--- src/common/game_pkg.sv ---
`default_nettype none

package game_pkg;

  // playfield in pixels
  localparam int SCREEN_W = 1024;
  localparam int SCREEN_H = 768;

  // duck sprite box
  localparam int DUCK_W = 64;
  localparam int DUCK_H = 48;

  // motion per frame
  localparam int H_SPEED = 10;
  localparam int V_SPEED = 4;

  // rounds loaded at game start, two BCD digits
  localparam logic [7:0] AMMO_START = 8'h10;

  localparam int COORD_W = 10; // enough for 0..1023

  // right-most legal column for the box's left edge
  localparam int DUCK_MAX_X = SCREEN_W - DUCK_W;

  // duck enters with its box resting on the bottom edge
  localparam int DUCK_START_Y = SCREEN_H - DUCK_H;

endpackage

`default_nettype wire

--- src/common/disp_pkg.sv ---
`default_nettype none

package disp_pkg;

  localparam int DIGIT_W = 4; // one BCD digit
  localparam int BCD_MAX = 9;

  // each digit stays lit for 2**REFRESH_W cycles
  // kept small so a full sweep is short in simulation, widen on a board
  localparam int REFRESH_W = 4;

  // segments and anodes are active low
  localparam logic [6:0] SEG_BLANK = 7'b1111111;
  localparam logic [3:0] AN_OFF    = 4'b1111;

endpackage

`default_nettype wire

--- src/common/itf_duck.sv ---
`default_nettype none

interface itf_duck import game_pkg::*; ();

  logic [COORD_W-1:0] duck_x;    // left edge of the box
  logic [COORD_W-1:0] duck_y;    // top edge of the box
  logic               duck_show; // duck is on screen and alive
  logic               duck_hit;  // one-cycle pulse when shot down

  modport ctl (
    output duck_x, duck_y, duck_show, duck_hit
  );

  modport user (
    input duck_x, duck_y, duck_show
  );

endinterface

`default_nettype wire

--- src/hw/ctl_duck.sv ---
`default_nettype none

module ctl_duck import game_pkg::*; (
  input  logic               clk,
  input  logic               rst_n,
  input  logic               new_frame,
  input  logic               game_start,
  input  logic               hit,
  input  logic [COORD_W-1:0] start_x,
  input  logic               start_right,
  itf_duck.ctl               duck
);

  logic             direction; // 1 while flying right
  logic [COORD_W:0] x_right;   // spare bit for the wall test

  assign x_right = {1'b0, duck.duck_x} + (COORD_W+1)'(H_SPEED);

  always_ff @(posedge clk or negedge rst_n) begin
    if (!rst_n) begin
      duck.duck_x    <= '0;
      duck.duck_y    <= '0;
      duck.duck_show <= 1'b0;
      duck.duck_hit  <= 1'b0;
      direction      <= 1'b0;
    end else begin
      duck.duck_hit <= 1'b0;
      if (game_start) begin
        duck.duck_x    <= start_x;
        duck.duck_y    <= COORD_W'(DUCK_START_Y);
        duck.duck_show <= 1'b1;
        direction      <= start_right;
      end else if (hit) begin
        duck.duck_hit  <= 1'b1; // falls out of the sky
        duck.duck_show <= 1'b0;
      end else if (new_frame && duck.duck_show) begin
        // horizontal step with bounce
        if (direction) begin
          if (x_right > DUCK_MAX_X) begin
            duck.duck_x <= COORD_W'(DUCK_MAX_X);
            direction   <= 1'b0;
          end else begin
            duck.duck_x <= x_right[COORD_W-1:0];
          end
        end else begin
          if (duck.duck_x < COORD_W'(H_SPEED)) begin
            duck.duck_x <= '0; // left wall
            direction   <= 1'b1;
          end else begin
            duck.duck_x <= duck.duck_x - COORD_W'(H_SPEED);
          end
        end

        // climb, or get away over the top
        if (duck.duck_y < COORD_W'(V_SPEED))
          duck.duck_show <= 1'b0;
        else
          duck.duck_y <= duck.duck_y - COORD_W'(V_SPEED);
      end
    end
  end

  a_x_in_field: assert property (
    @(posedge clk) disable iff (!rst_n)
    duck.duck_x <= COORD_W'(DUCK_MAX_X)
  ) else $error("duck_x %0d past right wall", duck.duck_x);

endmodule

`default_nettype wire

--- src/hw/ctl_trigger.sv ---
`default_nettype none

module ctl_trigger import game_pkg::*; (
  input  logic               clk,
  input  logic               rst_n,
  input  logic               shot,
  input  logic [COORD_W-1:0] aim_x,
  input  logic [COORD_W-1:0] aim_y,
  input  logic               no_ammo,
  itf_duck.user              duck,
  output logic               hit,
  output logic               miss,
  output logic               shot_fired
);

  logic [COORD_W:0] box_right;  // first column past the box
  logic [COORD_W:0] box_bottom; // first row below the box
  logic             in_box;

  assign box_right  = {1'b0, duck.duck_x} + (COORD_W+1)'(DUCK_W);
  assign box_bottom = {1'b0, duck.duck_y} + (COORD_W+1)'(DUCK_H);

  assign in_box = duck.duck_show &&
                  (aim_x >= duck.duck_x) && ({1'b0, aim_x} < box_right) &&
                  (aim_y >= duck.duck_y) && ({1'b0, aim_y} < box_bottom);

  always_ff @(posedge clk or negedge rst_n) begin
    if (!rst_n) begin
      hit        <= 1'b0;
      miss       <= 1'b0;
      shot_fired <= 1'b0;
    end else begin
      // empty gun just clicks
      if (shot && !no_ammo) begin
        hit        <= in_box;
        miss       <= !in_box;
        shot_fired <= 1'b1;
      end else begin
        hit        <= 1'b0;
        miss       <= 1'b0;
        shot_fired <= 1'b0;
      end
    end
  end

  // trigger arrives as a clean one-cycle strobe
  a_shot_strobe: assert property (
    @(posedge clk) disable iff (!rst_n)
    shot |=> !shot
  ) else $error("shot held high for more than one cycle");

endmodule

`default_nettype wire

--- src/hw/ctl_tally.sv ---
`default_nettype none

module ctl_tally import game_pkg::*, disp_pkg::*; (
  input  logic               clk,
  input  logic               rst_n,
  input  logic               game_start,
  input  logic               hit,
  input  logic               shot_fired,
  output logic               no_ammo,
  output logic [DIGIT_W-1:0] digit_0, // ammo ones
  output logic [DIGIT_W-1:0] digit_1, // ammo tens
  output logic [DIGIT_W-1:0] digit_2, // score ones
  output logic [DIGIT_W-1:0] digit_3  // score tens
);

  logic score_full;

  assign score_full = (digit_3 == DIGIT_W'(BCD_MAX)) && (digit_2 == DIGIT_W'(BCD_MAX));
  assign no_ammo    = (digit_1 == '0) && (digit_0 == '0);

  // ammunition, counts down
  always_ff @(posedge clk or negedge rst_n) begin
    if (!rst_n) begin
      digit_0 <= '0;
      digit_1 <= '0;
    end else if (game_start) begin
      digit_1 <= AMMO_START[2*DIGIT_W-1:DIGIT_W];
      digit_0 <= AMMO_START[DIGIT_W-1:0];
    end else if (shot_fired && !no_ammo) begin
      if (digit_0 == '0) begin
        digit_0 <= DIGIT_W'(BCD_MAX); // borrow from tens
        digit_1 <= digit_1 - 1'b1;
      end else begin
        digit_0 <= digit_0 - 1'b1;
      end
    end
  end

  // score, counts up and sticks at 99
  always_ff @(posedge clk or negedge rst_n) begin
    if (!rst_n) begin
      digit_2 <= '0;
      digit_3 <= '0;
    end else if (game_start) begin
      digit_2 <= '0;
      digit_3 <= '0;
    end else if (hit && !score_full) begin
      if (digit_2 == DIGIT_W'(BCD_MAX)) begin
        digit_2 <= '0;
        digit_3 <= digit_3 + 1'b1;
      end else begin
        digit_2 <= digit_2 + 1'b1;
      end
    end
  end

  a_digits_bcd: assert property (
    @(posedge clk) disable iff (!rst_n)
    (digit_0 <= BCD_MAX) && (digit_1 <= BCD_MAX) &&
    (digit_2 <= BCD_MAX) && (digit_3 <= BCD_MAX)
  ) else $error("tally digit left BCD range");

endmodule

`default_nettype wire

--- src/hw/disp_hex_mux.sv ---
`default_nettype none

module disp_hex_mux import disp_pkg::*; (
  input  logic               clk,
  input  logic               rst_n,
  input  logic [DIGIT_W-1:0] digit_0,
  input  logic [DIGIT_W-1:0] digit_1,
  input  logic [DIGIT_W-1:0] digit_2,
  input  logic [DIGIT_W-1:0] digit_3,
  output logic [3:0]         an,
  output logic [6:0]         seg, // gfedcba
  output logic               dp
);

  logic [REFRESH_W+1:0] refresh_cnt;
  logic [1:0]           sel;
  logic [DIGIT_W-1:0]   digit_sel;
  logic [6:0]           seg_next;

  assign sel = refresh_cnt[REFRESH_W+1:REFRESH_W]; // top two bits pick the digit

  always_comb begin
    case (sel)
      2'd0:    digit_sel = digit_0;
      2'd1:    digit_sel = digit_1;
      2'd2:    digit_sel = digit_2;
      default: digit_sel = digit_3;
    endcase
  end

  always_comb begin
    case (digit_sel)
      4'd0:    seg_next = 7'b1000000;
      4'd1:    seg_next = 7'b1111001;
      4'd2:    seg_next = 7'b0100100;
      4'd3:    seg_next = 7'b0110000;
      4'd4:    seg_next = 7'b0011001;
      4'd5:    seg_next = 7'b0010010;
      4'd6:    seg_next = 7'b0000010;
      4'd7:    seg_next = 7'b1111000;
      4'd8:    seg_next = 7'b0000000;
      4'd9:    seg_next = 7'b0010000;
      default: seg_next = SEG_BLANK; // not a BCD value
    endcase
  end

  // outputs registered so the pins never glitch
  always_ff @(posedge clk or negedge rst_n) begin
    if (!rst_n) begin
      refresh_cnt <= '0;
      an          <= AN_OFF;
      seg         <= SEG_BLANK;
      dp          <= 1'b1;
    end else begin
      refresh_cnt <= refresh_cnt + 1'b1;
      an          <= ~(4'b0001 << sel);
      seg         <= seg_next;
      dp          <= (sel != 2'd2); // dot between score and ammo
    end
  end

endmodule

`default_nettype wire

--- src/hw/duck_hunt_ctl.sv ---
`default_nettype none

module duck_hunt_ctl import game_pkg::*, disp_pkg::*; (
  input  logic               clk,
  input  logic               rst_n,
  input  logic               new_frame,
  input  logic               game_start,
  input  logic               shot,        // clean one-cycle trigger
  input  logic [COORD_W-1:0] aim_x,
  input  logic [COORD_W-1:0] aim_y,
  input  logic [COORD_W-1:0] start_x,
  input  logic               start_right,
  output logic [COORD_W-1:0] duck_x,
  output logic [COORD_W-1:0] duck_y,
  output logic               duck_show,
  output logic               duck_hit,
  output logic               hit,
  output logic               miss,
  output logic               no_ammo,
  output logic [3:0]         an,
  output logic [6:0]         seg,
  output logic               dp
);

  itf_duck duck_bus ();

  logic               shot_fired;
  logic [DIGIT_W-1:0] digit_0, digit_1, digit_2, digit_3;

  assign duck_x    = duck_bus.duck_x;
  assign duck_y    = duck_bus.duck_y;
  assign duck_show = duck_bus.duck_show;
  assign duck_hit  = duck_bus.duck_hit;

  ctl_duck u_ctl_duck (
    .clk,
    .rst_n,
    .new_frame,
    .game_start,
    .hit,
    .start_x,
    .start_right,
    .duck (duck_bus.ctl)
  );

  ctl_trigger u_ctl_trigger (
    .clk,
    .rst_n,
    .shot,
    .aim_x,
    .aim_y,
    .no_ammo,
    .duck (duck_bus.user),
    .hit,
    .miss,
    .shot_fired
  );

  ctl_tally u_ctl_tally (
    .clk,
    .rst_n,
    .game_start,
    .hit,
    .shot_fired,
    .no_ammo,
    .digit_0,
    .digit_1,
    .digit_2,
    .digit_3
  );

  disp_hex_mux u_disp_hex_mux (
    .clk,
    .rst_n,
    .digit_0,
    .digit_1,
    .digit_2,
    .digit_3,
    .an,
    .seg,
    .dp
  );

endmodule

`default_nettype wire

--- config.mk ---
export PLATFORM = sky130hd
export DESIGN_NAME = duck_hunt_ctl
export DESIGN_NICKNAME = d
export VERILOG_FILES = /design/src/common/game_pkg.sv /design/src/common/disp_pkg.sv /design/src/common/itf_duck.sv /design/src/hw/ctl_duck.sv /design/src/hw/ctl_trigger.sv /design/src/hw/ctl_tally.sv /design/src/hw/disp_hex_mux.sv /design/src/hw/duck_hunt_ctl.sv
export SDC_FILE = /design/constraint.sdc
export NUM_CORES = 1
export LEC_CHECK = 0
export ABC_AREA = 1
export BUFFER_PORTS_ARGS = -buffer_cell sky130_fd_sc_hd__buf_2
export CAP_MARGIN = 10
export CORE_UTILIZATION = 43
export CTS_CLUSTER_DIAMETER = 30
export DETAILED_ROUTE_END_ITERATION = 12
export SLEW_MARGIN = 20
export SYNTH_ARGS = -nofsm -noshare
export SYNTH_HDL_FRONTEND = slang
export SYNTH_SLANG_ARGS = --single-unit
--- constraint.sdc ---
create_clock -name clk -period 2.5 [get_ports clk]
set_clock_uncertainty 0.05 [all_clocks]
set_input_delay 0.5 -clock clk [delete_from_list [all_inputs] [get_ports clk]]
set_output_delay 0.5 -clock clk [all_outputs]
set_load 0.1 [all_outputs]
==> results.md <==
- The flow ran to the end, and the final reports show no timing, DRC or antenna violations.
- The total I/O pin count is 73.
- For this run, design rule violations remaining after detail routing come to 0.
- The areal power density over the cells is 833 mW/mm2.
- The critical register-to-register path endpoint is u_ctl_trigger.miss$_DFF_PN0_.
- By startpoint and endpoint, the worst setup path is classified as register to output port.
- The number of hold violations in the final report is 0.
- In this run the cell area measured after placement is 0.00457 mm2.
- The final sum of negative setup slack is 0 ps.
- The number of antenna violations at the first check in global routing is 0.
- The global-route total usage across every layer is 0.209.
- The routed design uses 4.33 mm of met2 wire.
- The highest metal layer used by the detailed router is met4.
- The tree built by TritonCTS fans out to 57 sinks.
- Data on the critical path is required at its endpoint by 1950 ps.
- The class of the tightest hold or removal check is input port to asynchronous set/reset pin.
- The number of buffers created by CTS is 9.
- In this run the number of H-tree levels came out at 3.
- The row count is 35.
- The detailed router placed 3,749 vias in this run.
- The clock transition at the registers of the reported paths is 70 ps.
- The final routed wirelength across all metal layers is 9.58 mm.
- Input and output buffers added on the ports amount to 68.
- For this run, the register share of the synthesized area comes to 0.351.
- The die extent in y is 99.6 um.
- The maximum number of pins on one net before global-route repair is 36.
- The final estimated routing congestion in global placement is 0.805.
- Dividing the final minimum period by the clock period gives 0.919.
- The first-pass iteration count of the detailed router is 4.
- Summed over all nets, wire length on met3 after detailed routing comes to 383 um.
- Timing would allow up to 0.435 GHz.
- Setup repair after global routing left no endpoint under its margin.
- The setup fix buffers added after clock tree synthesis is 0.
- The endpoint type of the worst setup path is an output port.
- The die covers 0.00992 mm2.
- The number of global-route vias before repair is 3,544.
- Once the clock tree was built, the resizer swapped 0 gates to a different size.
- The relative slew slack is 0.335.
- The initial utilization of the core area, before any placement, comes to 0.443.
- The nature of the critical path startpoint is a register.
- In this run the horizontal extent of the chip is 99.6 um.
- Summing all multi-input logic gate instances after layout gives 0.00232 mm2.
- For the worst setup path, the data arrival time is 1750 ps.
- Relative to the synthesized area, the layout overhead comes to 16.6%.
- The cell count after synthesis came out at 547.
- For the worst flop-to-flop path, the logic depth is 13.
- Synthesis inferred 57 register bits.
- The final layout contains 701 nets.
- The number of warnings reported in the yosys synthesis log is 0.
- The clock reaches the later pin of the worst-skew pair after 340 ps.
- Registers take 0.00145 mm2.
- The total overflow left after global routing is 0.
- The detailed router finished its first iteration with 159 violations.
- The half-perimeter wire length of the detailed placement result is 7.43 mm.
- For the pin with the worst max-slew slack, the measured transition is 994 ps.
- The worst register-to-register path has a setup slack of 330 ps.
- The synthesized netlist occupies a cell area of 0.00410 mm2.
- Counting I/O delays and the setup requirement, the final critical path takes 2300 ps.
- Dividing the detail-routed via count by the number of cells gives 4.99.
- The share of cells above drive strength 1 is 0.188.
- The number of diodes is 0.
- The leakage component of the power is 2.50 nW.
- The maximum count of clock buffers along a single path is 2.
- After detailed routing, the wire length on met1 is 4.79 mm.
- The final-report max-slew violation count is 0.
- The number of nets still failing antenna checks after routing is 0.
- IR analysis of the VDD net gives a maximum drop of 698 uV.
- The tree is rooted in a clkbuf_8.
- The first global-routing pass estimated 16.4 mm of wire.
- The layout has 950 filler cells.
- The count of final setup violators is 0.
- The post-synthesis average cell area is 7.49 um2.
- In this run the critical register-to-register path is launched from u_ctl_duck.duck.duck_y[4]$_DFFE_PN0P_.
- The largest fanout on the critical path is 5.
- TritonCTS built the clock tree.
- Max-cap violations in this run came to 0.
- The floorplan core area is 0.00924 mm2.
- The launch point of the critical path is u_ctl_tally.digit_0[0]$_DFFE_PN0P_.
- The average wire per standard cell is 12.7 um.
- The number of distinct library cells after synthesis is 38.
- The post-cts hold buffer count is 0.
- The post-route cell area is 0.00478 mm2.
==> synth_stat cells <==
library cell	instances	area [um2]
a21oi_1	29	145
o22ai_1	5	31.3
inv_1	67	251
o21ai_2	1	8.76
inv_2	3	11.3
nand3_1	40	200
nand2_1	119	447
xor2_1	12	105
o211ai_1	5	37.5
o21ai_1	5	25.0
clkbuf_1	3	11.3
nor3_1	9	45.0
or2_2	1	6.26
dfrtp_1	46	1150
nand4_1	8	50.1
a22oi_1	5	37.5
nor2b_1	1	6.26
nor2_4	1	11.3
and3_1	1	6.26
inv_4	1	6.26
o221ai_1	2	17.5
o21a_1	3	22.5
nor4_1	2	12.5
mux2i_1	1	10.0
dfstp_2	11	289
nor3b_1	2	15.0
buf_4	6	45.0
nor2_1	55	206
clkinv_1	2	7.51
nand2_4	1	11.3
nand2_2	5	31.3
nor2_2	3	18.8
buf_2	2	10.0
o21ai_0	40	200
o21bai_1	1	7.51
o31ai_1	1	7.51
conb_1	1	3.75
ha_1	47	588
==> critical path, stage by stage (launching register included) <==
cell and delay [ps]:
dfrtp_1 380, inv_1 130, ha_1 160, nand2_1 60, nor2_2 160, nand2_1 140, inv_1 70, clkbuf_4 320
==> power by group <==
group	switching [W]	total, W	internal [W]
sequential	0.000146	0.00122	0.00107
clock	0.000387	0.000875	0.000488
combinational	0.00140	0.00189	0.000489
==> worst max path at each step <==
stage / slack (ps) / endpoint
detailed placement: 340 / u_ctl_trigger.miss$_DFF_PN0_
finish: 200 / no_ammo
global placement: 380 / u_ctl_trigger.miss$_DFF_PN0_
global route: 4 / u_ctl_trigger.miss$_DFF_PN0_
CTS: 70 / no_ammo
floorplan: 20 / u_ctl_trigger.miss$_DFF_PN0_
==> through the flow <==
step | total power [W] | worst slack [ps] | utilization | hold WS, ps | std cells
2_1_floorplan | 0.00273 | 20.7 | - | 154 | 548
3_3_place_gp | 0.00309 | 383 | 0.495 | 386 | 736
3_5_place_dp | 0.00311 | 340 | 0.495 | 398 | 736
4_1_cts | 0.00401 | 74.0 | 0.517 | 109 | 752
5_1_grt | 0.00428 | 4.23 | 0.517 | 136 | 752
6_report | 0.00398 | 203 | 0.517 | 108 | 752
==> cells by family (layout without fill, tap and decap cells) <==
group                    after synthesis  in the layout  share of synthesized area
AND/OR/NAND/NOR                      248            248                      0.260
other                                  1              2                   0.000915
AO/OA/AOI/OAI                         97             97                      0.132
XOR/XNOR                              12             12                     0.0256
flip-flops                            57             57                      0.351
buffers and inverters                 84            159                     0.0837
multiplexers                           1              1                    0.00244
adder cells (fa/ha/maj)               47             47                      0.144
==> metal layers <==
metal	vias up	track usage
met3	7	0.0464
met2	72	0.342
met4	0	0.0520
met5	-	0
met1	1721	0.283
li1	1949	-
==> state kept, by name, indices dropped and copies added (netlist names) <==
register,count
u_ctl_duck.duck.duck_y,8
u_ctl_trigger.hit,1
u_ctl_duck.duck.duck_show,1
u_disp_hex_mux.seg,7
u_ctl_tally.digit_1,4
u_ctl_tally.digit_3,4
u_ctl_trigger.miss,1
u_ctl_trigger.shot_fired,1
u_ctl_duck.duck.duck_x,10
u_ctl_tally.digit_2,4
u_disp_hex_mux.refresh_cnt,6
u_ctl_duck.direction,1
u_ctl_tally.digit_0,4
u_ctl_duck.duck.duck_hit,1
u_disp_hex_mux.an,4
==> area by class of cell <==
cell class,count,area share
clock inverter,6,0.0141
sequential,57,0.303
tap,129,0.0338
timing repair buffer,70,0.0775
inverter,73,0.0579
multi-input combinational,407,0.485
clock buffer,10,0.0288
==> layout by cell type, fill, tap and decap left out, types with 8 or more instances in the layout <==
cell type | netlist | final
nand2_1 | 119 | 119
nor3_1 | 9 | 9
a21oi_1 | 29 | 29
dfstp_2 | 11 | 11
nor2_1 | 55 | 55
buf_2 | 2 | 67
dfrtp_1 | 46 | 42
o21ai_0 | 40 | 40
clkbuf_8 | 0 | 10
xor2_1 | 12 | 12
ha_1 | 47 | 47
nand3_1 | 40 | 40
inv_1 | 67 | 67
nand4_1 | 8 | 8
Note: power is estimated with default switching activity, not from simulation.
